File: src/rtl/neuron_pkg.sv
`default_nettype none
package neuron_pkg;

    ////////////////////////////////////////
    // pool size
    localparam int NUM_NEURON = 4;
    localparam int NID_W      = 2;

    // vector types
    typedef logic        [31:0] float32_t;
    typedef logic signed [31:0] current_t;
    // potential, 8 fraction bits
    typedef logic signed [17:0] mem_t;
    typedef logic        [15:0] spkid_t;

    localparam logic [NID_W-1:0] LAST_NID = NID_W'(NUM_NEURON - 1);

    ////////////////////////////////////////
    // word addresses on adr[4:2]
    localparam logic [2:0] REG_RATE   = 3'd0;
    localparam logic [2:0] REG_COEF   = 3'd1;
    localparam logic [2:0] REG_CTRL   = 3'd2;
    localparam logic [2:0] REG_PERIOD = 3'd3;
    localparam logic [2:0] REG_GAIN   = 3'd4;
    localparam logic [2:0] REG_SPKCNT = 3'd5;
    localparam logic [2:0] REG_ICUR   = 3'd6;

    ////////////////////////////////////////
    // regular spiking cell, x256 scale
    localparam mem_t IZH_A  = 18'sd5;
    localparam mem_t IZH_B  = 18'sd51;
    localparam mem_t IZH_C  = -18'sd16640;
    localparam mem_t IZH_D  = 18'sd2048;
    localparam mem_t V_PEAK = 18'sd7680;
    localparam mem_t U_REST = mem_t'((int'(IZH_C) * int'(IZH_B)) >>> 8);
    // 0.04 in 1/1024 steps, 5, and 140 at x256
    localparam int IZH_K2 = 41;
    localparam int IZH_K1 = 5;
    localparam int IZH_K0 = 35840;

    // noise source and float constants
    localparam logic [31:0] LFSR_POLY = 32'hA300_0000;
    localparam logic [31:0] LFSR_SEED = 32'h1D87_2B41;
    localparam float32_t    FP_ONE    = 32'h3F80_0000;

    typedef struct packed {
        float32_t rate;
        float32_t coef;
        current_t gain;
        logic     noise_en;
        logic     run;
    } pool_cfg_t;

    typedef struct packed {
        logic   valid;
        spkid_t spkid;
    } spike_evt_t;

    typedef enum logic [1:0] {IDLE, DRIVE, UPDATE} seq_state_t;

endpackage
`default_nettype wire

File: src/rtl/pool_wb_regs.sv
`timescale 1ns/100ps
`default_nettype none
module pool_wb_regs (
    input  logic                    neuron_clk,
    input  logic                    reset_sim,
    input  logic                    cyc,
    input  logic                    stb,
    input  logic                    we,
    input  logic [4:2]              adr,
    input  logic [31:0]             dat_w,
    input  logic [3:0]              sel,
    output logic [31:0]             dat_r,
    output logic                    ack,
    output neuron_pkg::pool_cfg_t   cfg,
    output logic                    step,
    input  neuron_pkg::spike_evt_t  evt,
    input  neuron_pkg::current_t    last_current
);
    import neuron_pkg::*;

    logic [31:0] period_q;
    logic [31:0] period_cnt;
    logic [31:0] spkcnt_q;
    logic [31:0] ctrl_w;
    logic        access;
    logic        wr_en;

    function automatic logic [31:0] merge_lanes(input logic [31:0] old_val,
                                                input logic [31:0] new_val,
                                                input logic [3:0]  lanes);
        logic [31:0] res;
        res = old_val;
        for (int b = 0; b < 4; b++) begin
            if (lanes[b]) begin
                res[8*b +: 8] = new_val[8*b +: 8];
            end
        end
        return res;
    endfunction

    // one ack per transfer, not while ack is already high
    assign access = cyc && stb && !ack;
    assign wr_en  = access && we;
    assign ctrl_w = merge_lanes({30'd0, cfg.noise_en, cfg.run}, dat_w, sel);

    ////////////////////////////////////////
    // register writes and ack
    always_ff @(posedge neuron_clk or posedge reset_sim) begin
        if (reset_sim) begin
            ack      <= 1'b0;
            cfg      <= '0;
            period_q <= '0;
        end else begin
            ack <= access;
            if (wr_en) begin
                case (adr)
                    REG_RATE:   cfg.rate <= merge_lanes(cfg.rate, dat_w, sel);
                    REG_COEF:   cfg.coef <= merge_lanes(cfg.coef, dat_w, sel);
                    REG_GAIN:   cfg.gain <= merge_lanes(cfg.gain, dat_w, sel);
                    REG_PERIOD: period_q <= merge_lanes(period_q, dat_w, sel);
                    REG_CTRL: begin
                        cfg.run      <= ctrl_w[0];
                        cfg.noise_en <= ctrl_w[1];
                    end
                    default: ;
                endcase
            end
        end
    end

    // read data lands with ack
    always_ff @(posedge neuron_clk) begin
        if (access) begin
            case (adr)
                REG_RATE:   dat_r <= cfg.rate;
                REG_COEF:   dat_r <= cfg.coef;
                REG_CTRL:   dat_r <= {30'd0, cfg.noise_en, cfg.run};
                REG_PERIOD: dat_r <= period_q;
                REG_GAIN:   dat_r <= cfg.gain;
                REG_SPKCNT: dat_r <= spkcnt_q;
                REG_ICUR:   dat_r <= last_current;
                default:    dat_r <= '0;
            endcase
        end
    end

    ////////////////////////////////////////
    // step timer and spike count
    // reload at zero gives a pulse every PERIOD+1 cycles
    always_ff @(posedge neuron_clk or posedge reset_sim) begin
        if (reset_sim) begin
            period_cnt <= '0;
            step       <= 1'b0;
            spkcnt_q   <= '0;
        end else begin
            if (!cfg.run) begin
                period_cnt <= period_q;
                step       <= 1'b0;
            end else if (period_cnt == 32'd0) begin
                period_cnt <= period_q;
                step       <= 1'b1;
            end else begin
                period_cnt <= period_cnt - 32'd1;
                step       <= 1'b0;
            end
            // any write clears the count
            if (wr_en && (adr == REG_SPKCNT)) begin
                spkcnt_q <= '0;
            end else if (evt.valid) begin
                spkcnt_q <= spkcnt_q + 32'd1;
            end
        end
    end

endmodule
`default_nettype wire

File: config.mk
export PLATFORM = sky130hd
export DESIGN_NAME = pool_wb_regs
export DESIGN_NICKNAME = d
export VERILOG_FILES = /design/src/rtl/neuron_pkg.sv /design/src/rtl/pool_wb_regs.sv
export SDC_FILE = /design/constraint.sdc
export NUM_CORES = 1
export LEC_CHECK = 0
export BUFFER_PORTS_ARGS = -buffer_cell sky130_fd_sc_hd__clkbuf_2
export CORE_MARGIN = 5
export CORE_UTILIZATION = 44
export CTS_CLUSTER_DIAMETER = 50
export DETAILED_ROUTE_END_ITERATION = 16
export PLACE_DENSITY_LB_ADDON = 0.1
export SYNTH_ARGS = -nofsm -noshare
export SYNTH_HDL_FRONTEND = slang
export SYNTH_SLANG_ARGS = --single-unit
export TNS_END_PERCENT = 1
File: constraint.sdc
create_clock -name neuron_clk -period 11.9 [get_ports neuron_clk]
set_clock_uncertainty 0.2 [all_clocks]
set_input_delay 2.38 -clock neuron_clk [delete_from_list [all_inputs] [get_ports neuron_clk]]
set_output_delay 2.38 -clock neuron_clk [all_outputs]
set_load 0.02 [all_outputs]
==> summary.log, run 1 <==
INFO  clocking       clk_root_buffer_cell=sky130_fd_sc_hd__clkbuf_16
INFO  timing         grt_setup_unrepaired=no
INFO  timing         final_period_utilization=37.5%
INFO  worst_setup_path critPathMaxStageDelay=690ps
INFO  run_status     result_of_the_run=finished clean
INFO  synthesis      syn_nets=948
INFO  worst_setup_path critPathRequiredTime=12110ps
INFO  worst_setup_path ff2ff_path_depth=6
INFO  pwr            total_power=0.00230W
INFO  place          place.port_buffers=208
INFO  worst_setup_path reg2reg_to=period_cnt[7]$_DFF_PP0_
INFO  timing         setup_viol=0
INFO  grt            grt_antenna_before_repair=0
INFO  flow_run       cap_viol_max_count=0
INFO  worst_setup_path reg2reg_setup_slack=8660ps
INFO  synthesis      post_synth_instance_area=10300um2
INFO  finish         final_common_cell=sky130_fd_sc_hd__clkbuf_2
INFO  timing         clock.fmax=224MHz
INFO  timing         fin_crit=4470ps
INFO  pwr            power_per_cell_area=182nW/um2
INFO  timing         setup_ws=7430ps
INFO  detailed_routing dr.first_iter.drc_count=485
INFO  detailed_routing final_antenna_net_count=0
INFO  timing         final_hold_viol_count=0
INFO  finish         flow.area_growth_from_synthesis=23.0%
INFO  detailed_routing detail_route.first_pass.iterations=5
INFO  grt            grt_pass1_vias=8006
INFO  worst_setup_path crit_type=in2reg
INFO  timing         timing.max_slew.rel_slack=28.2%
INFO  worst_setup_path worst_setup_path_end_kind=flop
INFO  detailed_routing vias_per_cell=5.52
INFO  grt            largest_net_degree_at_the_start_of_global_routing=142
INFO  clocking       clock_insertion_delay_worst_skew=540ps
INFO  worst_setup_path crit-reg2reg-launch=period_cnt[14]$_DFF_PP0_
INFO  place          preCtsSetupSlack=6930ps
INFO  detailed_routing drcViolationCount=0
INFO  timing         setup_total_negative_slack=0ps
INFO  worst_setup_path critical_path_source=adr[4]
INFO  die            die_area=26600um2
INFO  detailed_routing routedWlPerCell=21.4um
INFO  finish         layout.cells.most_common_list=sky130_fd_sc_hd__clkbuf_2 (208), sky130_fd_sc_hd__dfrtp_1 (196), sky130_fd_sc_hd__mux2_2 (132), sky130_fd_sc_hd__a22oi_1 (90), sky130_fd_sc_hd__nand2_1 (67)
INFO  place          placedCellCount=1343
INFO  detailed_routing drt-total-wl=29900um
INFO  die            die_w=163um
INFO  synthesis      synthesis.yosys.warnings=0
INFO  grt            grt_first_pass_wirelength=47300um
INFO  clocking       clk_transition_reported_paths=60ps
INFO  worst_setup_path arrival=4680ps
INFO  synthesis      seq_area_frac_synth=56.9%
INFO  grt            grt.total_usage=22.7%
INFO  clocking       cts.sink_count=228
INFO  place          routabilityCongestion=0.769
INFO  clocking       htree_num_levels=1
INFO  clocking       post_cts_resize_count=0
INFO  clocking       clk_path_buf_depth=3
INFO  synthesis      synth_area_per_cell=12.1um2
INFO  clocking       holdBufCountCts=0
INFO  detailed_routing number_of_vias_after_detailed_routing=7706
INFO  worst_setup_path critical_path.cell_chain=clkbuf_2 > nor3_2 > buf_4 > nand2_1 > mux2_2
INFO  finish         final_net_count=1151
INFO  timing         timing_worst_slew_pin_value=1080ps
INFO  min_path       min_path_type=reg2reg
INFO  worst_setup_path critical-path-slowest-cell=sky130_fd_sc_hd__nor3_2
INFO  timing         max_slew_violations=0
INFO  clocking       number_of_buffers_created_by_cts=29
INFO  finish         num_antenna_cells=0
INFO  pwr            vdd_ir_max=107uV
INFO  grt            grt-ovfl-total=0
INFO  synthesis      synthesized_instance_count=852
INFO  clocking       setup_buffers_after_cts=0
INFO  synthesis      yosys_register_bits=228
INFO  die            floorplan.rows=56
INFO  worst_setup_path startpoint_kind_of_the_worst_setup_timing_path=primary input
INFO  clocking       tritoncts_clock_tree=done
INFO  finish         layout.area.seq=5870um2
INFO  finish         stdcell_count=1397
INFO  pwr            total_leakage_power=5.94nW
INFO  synthesis      netlist-cell-type-count=41
INFO  die            die_y=163um
INFO  place          hpwl_dp=20500um
INFO  worst_setup_path timing.critical_path.fanout_max=27
INFO  worst_setup_path worst_setup_path_endpoint=cfg[84]$_DFFE_PP0P_
INFO  finish         multi_input_area=4220um2
INFO  finish         drive_above_1_share=38.2%
INFO  die            floorplan.initialDensity=44.3%
INFO  die            io-pin-count=225
INFO  finish         fillCellCount=2112
INFO  finish         final_util=54.5%
INFO  die            core_area=23300um2
## state kept, by name, summed over array words and instances, names as in the netlist
name and flops:
cfg 98, period_q 32, dat_r 32, spkcnt_q 32
ack 1, period_cnt 32, step 1
## cell families (layout without fill, tap and decap cells)
logic type | Yosys count | after routing | share of synthesized area (%)
multiplexers | 137 | 137 | 15.1
AND/OR/NAND/NOR | 236 | 236 | 11.2
buffers and inverters | 56 | 282 | 2.52
XOR/XNOR | 55 | 55 | 4.67
adder cells (fa/ha/maj) | 3 | 3 | 0.364
flip-flops | 228 | 228 | 56.9
AO/OA/AOI/OAI | 137 | 137 | 9.16
## through the flow
stage               hold slack (ps)  area (um2)
floorplan                       259       10300
global placement                295       11600
detailed placement              301       11600
CTS                             311       12700
global route                    344       12700
finish                          312       12700
## worst max-delay path: cells and delay by family
family	cells	cell delay (ps)
and+or+nand+nor	2	1140
buffers and inverters	2	740
muxes	1	410
## worst min path at each step
stage                             start                        to  depth (start not counted)  slack, ps
2_1_floorplan   period_q[1]$_DFFE_PP0P_   period_cnt[1]$_DFF_PP0_                          2        260
3_3_place_gp   period_q[26]$_DFFE_PP0P_  period_cnt[26]$_DFF_PP0_                          2        300
3_5_place_dp    period_q[5]$_DFFE_PP0P_   period_cnt[5]$_DFF_PP0_                          2        300
4_1_cts        period_q[28]$_DFFE_PP0P_  period_cnt[28]$_DFF_PP0_                          2        310
5_1_grt         period_q[5]$_DFFE_PP0P_   period_cnt[5]$_DFF_PP0_                          2        340
6_report       period_q[28]$_DFFE_PP0P_  period_cnt[28]$_DFF_PP0_                          2        310
## where the power goes
part	internal (W)	total (W)	leakage, nW	switching [W]
sequential	0.000885	0.000972	2.94	0.0000865
clock	0.000585	0.000934	0.500	0.000349
combinational	0.000159	0.000398	2.50	0.000239
total	0.00163	0.00230	5.94	0.000675
## metal layers
metal / global-route usage (%) / share of wire [%] / wire length (um)
met1: 32.6 / 46 / 13600
met2: 37.1 / 49 / 14600
met3: 2.98 / 3.9 / 1170
met4: 4.99 / 1.8 / 527
met5: 0 / 0 / 0
## synth_stat cells
cell,n,area [um2]
sky130_fd_sc_hd__a21o_1,2,15.0
sky130_fd_sc_hd__a21oi_1,6,30.0
sky130_fd_sc_hd__a22oi_1,90,676
sky130_fd_sc_hd__and2_0,2,12.5
sky130_fd_sc_hd__and2_1,5,31.3
sky130_fd_sc_hd__and3_1,2,12.5
sky130_fd_sc_hd__and3b_1,1,8.76
sky130_fd_sc_hd__and4_1,2,17.5
sky130_fd_sc_hd__buf_1,1,3.75
sky130_fd_sc_hd__buf_2,1,5.00
sky130_fd_sc_hd__buf_4,1,7.51
sky130_fd_sc_hd__buf_6,6,67.6
sky130_fd_sc_hd__clkbuf_1,39,146
sky130_fd_sc_hd__dfrtp_1,196,4900
sky130_fd_sc_hd__edfxtp_1,32,961
sky130_fd_sc_hd__ha_1,3,37.5
sky130_fd_sc_hd__inv_1,8,30.0
sky130_fd_sc_hd__mux2_2,132,1490
sky130_fd_sc_hd__mux2i_1,3,30.0
sky130_fd_sc_hd__mux4_2,2,45.0
sky130_fd_sc_hd__nand2_1,67,251
sky130_fd_sc_hd__nand3_1,39,195
sky130_fd_sc_hd__nand4_1,8,50.1
sky130_fd_sc_hd__nand4b_1,1,8.76
sky130_fd_sc_hd__nor2_1,45,169
sky130_fd_sc_hd__nor2b_1,2,12.5
sky130_fd_sc_hd__nor3_1,14,70.1
sky130_fd_sc_hd__nor3b_1,3,22.5
sky130_fd_sc_hd__nor4_1,23,144
sky130_fd_sc_hd__nor4b_1,2,17.5
sky130_fd_sc_hd__o21ai_0,16,80.1
sky130_fd_sc_hd__o21ai_1,20,100
sky130_fd_sc_hd__o31ai_1,1,7.51
sky130_fd_sc_hd__o41ai_1,1,8.76
sky130_fd_sc_hd__o41ai_4,1,27.5
sky130_fd_sc_hd__or2_2,3,18.8
sky130_fd_sc_hd__or3_1,12,75.1
sky130_fd_sc_hd__or4_1,4,30.0
sky130_fd_sc_hd__or4b_1,1,10.0
sky130_fd_sc_hd__xnor2_1,46,403
sky130_fd_sc_hd__xor2_1,9,78.8
## cell type report
class	instances	area share (%)
sequential	228	46.3
tap	319	3.15
clock inverter	19	2.19
timing repair buffer	220	8.92
inverter	8	0.296
multi-input combinational	568	33.3
clock buffer	35	5.90
(Power assumes the default switching activity.)
==> run 2, diff against run 1 <==
clock period = 4.61 ns   (was 11.9 ns; I/O delays follow)
==> run 2 against run 1 <==
  * Sequential share of layout area decreased by 0.11 points
  * Critical path depth increased by 1
  * Register-to-register slack got worse by 7300 ps
  * Wire length increased by 0.62%
  * Non-clock buffer count increased by 4
  * Sequential power increased to 2.6 times the previous value
  * Clock power increased to 2.5 times the previous value
  * Design area increased by 0.24%
  * Combinational power increased to 2.6 times the previous value
==> summary.log, run 2 (synthesis gave the netlist of run 1 again) <==
INFO  run_status     result_of_the_run=finished clean
INFO  worst_setup_path timing.critical_path.fanout_max=36 [+33%]
INFO  worst_setup_path reg2reg_to=period_cnt[7]$_DFF_PP0_
INFO  die            io-pin-count=225 [unchanged]
INFO  timing         setup_viol=0 [unchanged]
INFO  timing         final_hold_viol_count=0 [unchanged]
INFO  clocking       clk_path_buf_depth=3 [unchanged]
INFO  place          routabilityCongestion=0.767 [-0.26%]
INFO  finish         drive_above_1_share=38.6% [+0.34 points]
INFO  min_path       hold-path-endpoint=period_cnt[9]$_DFF_PP0_
INFO  min_path       min_path_type=reg2reg
INFO  worst_setup_path reg2reg_setup_slack=1380ps [-7280 ps]
INFO  finish         layout.cells.most_common_list=sky130_fd_sc_hd__clkbuf_2 (208), sky130_fd_sc_hd__dfrtp_1 (196), sky130_fd_sc_hd__mux2_2 (132), sky130_fd_sc_hd__a22oi_1 (90), sky130_fd_sc_hd__nand2_1 (67)
INFO  grt            largest_net_degree_at_the_start_of_global_routing=158 [+11%]
INFO  timing         setup_ws=1380ps [-6050 ps]
INFO  clocking       clk_root_buffer_cell=sky130_fd_sc_hd__clkbuf_16
INFO  worst_setup_path startpoint_kind_of_the_worst_setup_timing_path=flop
INFO  timing         timing_worst_slew_pin_value=1050ps [-29.4 ps]
INFO  die            floorplan.initialDensity=44.3% [unchanged]
INFO  clocking       clk_transition_reported_paths=60ps [about the same]
INFO  finish         largest_reg_flops=98 [unchanged]
INFO  die            die_w=163um [unchanged]
INFO  detailed_routing number_of_vias_after_detailed_routing=7740 [+0.44%]
INFO  min_path       worstHoldStart=period_q[9]$_DFFE_PP0P_
INFO  finish         flow.area_growth_from_synthesis=23.2%
INFO  pwr            vdd_ir_max=284uV [+160%]
INFO  worst_setup_path ff2ff_path_depth=6 [unchanged]
INFO  detailed_routing drcViolationCount=0 [unchanged]
INFO  detailed_routing vias_per_cell=5.54 [+0.37%]
INFO  pwr            total_leakage_power=5.95nW [+0.18%]
INFO  min_path       worstHoldPathCells=2 [unchanged]
INFO  detailed_routing drt-total-wl=30100um [+0.62%]
INFO  clocking       cts.sink_count=228 [unchanged]
INFO  die            die_y=163um [unchanged]
INFO  clocking       number_of_buffers_created_by_cts=29 [unchanged]
INFO  worst_setup_path critical_path.cell_chain=or4_1 > or4b_1 > o41ai_4 > buf_4 > a21oi_1 > a21o_1
INFO  timing         timing.max_slew.rel_slack=30.0% [+1.8 points]
INFO  worst_setup_path crit-reg2reg-launch=period_cnt[14]$_DFF_PP0_
INFO  place          place.port_buffers=208 [unchanged]
INFO  timing         setup_total_negative_slack=0ps [unchanged]
INFO  finish         register_with_the_most_flip_flops=cfg
INFO  worst_setup_path worst_setup_path_end_kind=flop
INFO  timing         fin_crit=3230ps
INFO  finish         num_antenna_cells=0 [unchanged]
INFO  timing         max_slew_violations=0 [unchanged]
INFO  worst_setup_path critPathRequiredTime=4830ps [-7280 ps]
INFO  detailed_routing routedWlPerCell=21.5um [+0.55%]
INFO  grt            grt.total_usage=22.6% [-0.063 points]
INFO  clocking       clock_insertion_delay_worst_skew=530ps [about the same]
INFO  grt            grt-ovfl-total=0 [unchanged]
INFO  timing         clock.fmax=310MHz
INFO  clocking       post_cts_resize_count=0 [unchanged]
INFO  grt            grt_pass1_vias=7983 [-0.29%]
INFO  clocking       setup_buffers_after_cts=0 [unchanged]
INFO  pwr            power_per_cell_area=465nW/um2 [+160%]
INFO  worst_setup_path critical-path-slowest-cell=sky130_fd_sc_hd__or4b_1
INFO  flow_run       cap_viol_max_count=0 [unchanged]
INFO  detailed_routing detail_route.first_pass.iterations=5 [unchanged]
INFO  clocking       tritoncts_clock_tree=done
INFO  grt            grt_antenna_before_repair=0 [unchanged]
INFO  clocking       htree_num_levels=1 [unchanged]
INFO  grt            grt_first_pass_wirelength=46900um [-0.89%]
INFO  die            floorplan.rows=56 [unchanged]
INFO  die            die_area=26600um2 [unchanged]
INFO  finish         final_common_cell=sky130_fd_sc_hd__clkbuf_2
INFO  clocking       holdBufCountCts=0 [unchanged]
INFO  finish         final_net_count=1155 [+0.35%]
INFO  die            core_area=23300um2 [unchanged]
INFO  detailed_routing final_antenna_net_count=0 [unchanged]
INFO  worst_setup_path arrival=3450ps [-1230 ps]
INFO  detailed_routing dr.first_iter.drc_count=428 [-12%]
INFO  worst_setup_path critPathMaxStageDelay=790ps [+100 ps]
INFO  worst_setup_path crit_type=reg2reg
INFO  place          hpwl_dp=20800um [+1.7%]
INFO  timing         grt_setup_unrepaired=no
INFO  timing         final_period_utilization=70.1%
INFO  place          preCtsSetupSlack=1390ps [-5540 ps]
run 2: cell count changes in the layout (fill, tap and decap cells not counted), sizes merged:
cell      before  now
buf           12   16
bufinv         6    5
clkinv         6    4
inv           14   10
clkinvlp       1    4
clkbuf       243  244
run 2: power by group:
| group | internal, W | switching [W] |
|---|---|---|
| sequential | 0.00229 | 0.000223 |
| combinational | 0.000414 | 0.000611 |
| clock | 0.00150 | 0.000880 |
run 2: stage by stage:
stage	std cells	area, um2	hold WS, ps	util, %	power (W)
floorplan	852	10300	259	-	0.00321
global placement	1347	11700	295	50.2	0.00356
detailed placement	1347	11700	306	50.2	0.00357
CTS	1398	12700	319	54.6	0.00597
global route	1398	12700	339	54.6	0.00619
finish	1398	12700	308	54.6	0.00591
run 2: layout make-up:
cell class | instances | area [um2]
clock buffers | 36 | 792
clock inverters | 15 | 225
fillers | 2092 | 10600
inverters | 8 | 33.8
multi-input cells | 568 | 4220
flip-flops and latches | 228 | 5870
well taps | 319 | 399
repair buffers | 224 | 1170
run 2: worst max path at each step:
stage          slack [ps]                      end  cells after the start                     start
4_1_cts              1370  period_cnt[7]$_DFF_PP0_                      6  period_cnt[14]$_DFF_PP0_
6_report             1380  period_cnt[7]$_DFF_PP0_                      6  period_cnt[14]$_DFF_PP0_
5_1_grt              1180  period_cnt[7]$_DFF_PP0_                      6  period_cnt[14]$_DFF_PP0_
3_3_place_gp         1390  period_cnt[3]$_DFF_PP0_                      6  period_cnt[14]$_DFF_PP0_
3_5_place_dp         1390  period_cnt[7]$_DFF_PP0_                      6  period_cnt[14]$_DFF_PP0_
2_1_floorplan         960            ack$_DFF_PP0_                      1                 reset_sim
run 2: layer usage:
metal / global-route usage (%) / wire (um) / vias to the layer above
li1: - / - / 3549
met1: 31.5 / 13000 / 3915
met2: 37.1 / 14800 / 226
met3: 3.56 / 1610 / 50
met4: 6.02 / 712 / 0
met5: 0 / 0 / -
run 2: worst max-delay path: cells and delay by family, from the launching register on:
| family | cells | cell delay, ps |
|---|---|---|
| DFF | 1 | 420 |
| AOI/OAI and AO/OA | 3 | 600 |
| and+or+nand+nor | 2 | 1490 |
| buffers and inverters | 1 | 380 |
==> run 3, diff against run 2 <==
clock period = 2.8 ns   (was 4.61 ns; I/O delays follow)
==> run 3 against run 2 <==
  * Highest routed layer unchanged
  * Clock power up 61%
  * Fmax is 20% higher
  * Utilization increased by 1.0 points
  * Design area is 1.9% higher
  * Combinational power rose by 74%
  * Count of clock-buffer cells in the layout is 4 higher
  * Sequential share of layout area shrank 0.87 points
  * Cell count is 2.2% higher
  * Critical path depth shrank 1
  * Register-to-register slack worse by 1300 ps
  * Global-route usage increased by 0.063 points
  * Power up 65%
  * Largest cell class unchanged
==> summary.log, run 3 (synthesis gave the netlist of run 1 again) <==
INFO  die            io-pin-count=225 [unchanged]
INFO  die            die_w=163um [unchanged]
INFO  detailed_routing drt-total-wl=30200um [+0.20%]
INFO  place          place.port_buffers=208 [unchanged]
INFO  timing         setup_viol=0 [unchanged]
INFO  pwr            power_per_cell_area=753nW/um2 [+62%]
INFO  worst_setup_path crit_type=reg2reg
INFO  detailed_routing number_of_vias_after_detailed_routing=7798 [+0.75%]
INFO  grt            grt_first_pass_wirelength=47300um [+0.78%]
INFO  worst_setup_path worst_setup_path_end_kind=flop
INFO  finish         flow.area_growth_from_synthesis=25.6%
INFO  die            core_area=23300um2 [unchanged]
INFO  timing         fin_crit=2680ps [-549 ps]
INFO  die            floorplan.initialDensity=44.3% [unchanged]
INFO  timing         timing.max_slew.rel_slack=57.2% [+27 points]
INFO  clocking       number_of_buffers_created_by_cts=30 [+3.4%]
INFO  finish         layout.cells.most_common_list=sky130_fd_sc_hd__clkbuf_2 (208), sky130_fd_sc_hd__dfrtp_1 (196), sky130_fd_sc_hd__mux2_2 (132), sky130_fd_sc_hd__a22oi_1 (90), sky130_fd_sc_hd__nand2_1 (67)
INFO  detailed_routing routedWlPerCell=21.1um [-2.0%]
INFO  finish         num_antenna_cells=0 [unchanged]
INFO  detailed_routing final_antenna_net_count=0 [unchanged]
INFO  detailed_routing m1WireLength=13500um [+3.6%]
INFO  detailed_routing vias_per_cell=5.46 [-1.4%]
INFO  pwr            vdd_ir_max=479uV [+68%]
INFO  worst_setup_path startpoint_kind_of_the_worst_setup_timing_path=flop
INFO  timing         timing_worst_slew_pin_value=638ps [-409 ps]
INFO  timing         grt_setup_unrepaired=yes
INFO  timing         final_hold_viol_count=0 [unchanged]
INFO  run_status     result_of_the_run=finished clean
INFO  grt            grt-ovfl-total=0 [unchanged]
INFO  clocking       htree_num_levels=1 [unchanged]
INFO  grt            grt_antenna_before_repair=0 [unchanged]
INFO  finish         drive_above_1_share=39.9% [+1.4 points]
INFO  finish         final_common_cell=sky130_fd_sc_hd__clkbuf_2
INFO  clocking       clk_path_buf_depth=3 [unchanged]
INFO  die            die_y=163um [unchanged]
INFO  finish         register_with_the_most_flip_flops=cfg
INFO  timing         clock.fmax=373MHz [+20%]
INFO  detailed_routing drcViolationCount=0 [unchanged]
INFO  timing         setup_total_negative_slack=0ps [unchanged]
INFO  detailed_routing dr.first_iter.drc_count=506 [+18%]
INFO  worst_setup_path timing.critical_path.fanout_max=32 [-11%]
INFO  place          routabilityCongestion=0.797 [+3.9%]
INFO  place          hpwl_dp=21600um [+3.8%]
INFO  place          preCtsSetupSlack=12.2ps [-1380 ps]
INFO  detailed_routing dr_wl_met3=1320um [-18%]
INFO  grt            largest_net_degree_at_the_start_of_global_routing=77 [-51%]
INFO  clocking       clock_insertion_delay_worst_skew=540ps [about the same]
INFO  grt            grt.total_usage=22.7% [+0.063 points]
INFO  timing         max_slew_violations=0 [unchanged]
INFO  pwr            total_leakage_power=6.09nW [+2.2%]
INFO  finish         largest_reg_flops=98 [unchanged]
INFO  clocking       clk_transition_reported_paths=60ps [about the same]
INFO  clocking       tritoncts_clock_tree=done
INFO  min_path       min_path_type=in2reg
INFO  clocking       cts.sink_count=228 [unchanged]
INFO  die            die_area=26600um2 [unchanged]
INFO  detailed_routing detail_route.first_pass.iterations=5 [unchanged]
INFO  flow_run       cap_viol_max_count=0 [unchanged]
INFO  die            floorplan.rows=56 [unchanged]
INFO  grt            grt_pass1_vias=8080 [+1.2%]
INFO  clocking       clk_root_buffer_cell=sky130_fd_sc_hd__clkbuf_16
INFO  worst_setup_path critPathRequiredTime=3010ps [-1820 ps]
INFO  detailed_routing maxUsedRoutingLayer=met4
INFO  detailed_routing met2WireLength=14700um [-0.46%]
INFO  timing         final_period_utilization=95.8% [+26 points]
INFO  worst_setup_path arrival=2890ps [-560 ps]
INFO  timing         setup_ws=118ps [-1260 ps]
INFO  finish         final_net_count=1182 [+2.3%]
-- run 3: through the flow --
stage	cell area [um2]	utilization [%]	hold WS (ps)	cells	total power [W]
5_1_grt	12900	55.7	94.2	1429	0.0102
3_5_place_dp	11900	51.2	280	1369	0.00597
2_1_floorplan	10300	-	259	852	0.00529
6_report	12900	55.7	99.1	1429	0.00975
4_1_cts	12900	55.6	81.5	1426	0.00982
3_3_place_gp	11900	51.2	277	1369	0.00593
-- run 3: layer usage --
| metal | global-route usage, % | vias up |
|---|---|---|
| met1 | 32.2 | 3950 |
| li1 | - | 3604 |
| met5 | 0 | - |
| met4 | 5.22 | 0 |
| met2 | 37.3 | 193 |
| met3 | 3.15 | 51 |
-- run 3: final timing paths --
kind	endpoint	slack [ps]	cells after the start	startpoint
max	period_cnt[22]$_DFF_PP0_	120	5	period_cnt[19]$_DFF_PP0_
max reg2reg	period_cnt[22]$_DFF_PP0_	120	5	period_cnt[19]$_DFF_PP0_
min reg2reg	period_cnt[5]$_DFF_PP0_	310	2	period_q[5]$_DFFE_PP0P_
min in group asynchronous	cfg[3]$_DFFE_PP0P_	280	3	reset_sim
max in group asynchronous	cfg[33]$_DFFE_PP0P_	1470	4	reset_sim
min	cfg[95]$_DFFE_PP0P_	100	2	dat_w[29]
-- run 3: timing repair --
action | CTS | global route
endpoints found under the setup margin | 2 | 21
hold buffers | 1 | 0
pin swaps | 0 | 1
gates cloned | 0 | 1
endpoints found under the hold margin | 1 | 0
setup buffers | 0 | 2
gates resized for setup | 1 | 1
-- run 3: area by class of cell --
class,count,area [um2]
clock buffers,40,840
clock inverters,16,168
fillers,2100,10300
well taps,319,399
repair buffers,250,1430
flip-flops and latches,228,5870
inverters,8,33.8
multi-input cells,568,4220
-- run 3: report_power, final --
group | switching (W) | internal, W | leakage [nW] | total [W]
combinational | 0.00103 | 0.000758 | 2.67 | 0.00179
clock | 0.00151 | 0.00232 | 0.480 | 0.00383
sequential | 0.000368 | 0.00376 | 2.94 | 0.00413
total | 0.00291 | 0.00684 | 6.09 | 0.00975
-- run 3: worst max-delay path, cell delays in order, from the launching register on --
cell and delay [ps]:
sky130_fd_sc_hd__dfrtp_1 400, sky130_fd_sc_hd__or4_1 580, sky130_fd_sc_hd__or4b_1 560, sky130_fd_sc_hd__o41ai_4 370, sky130_fd_sc_hd__buf_6 290, sky130_fd_sc_hd__o21ai_0 140
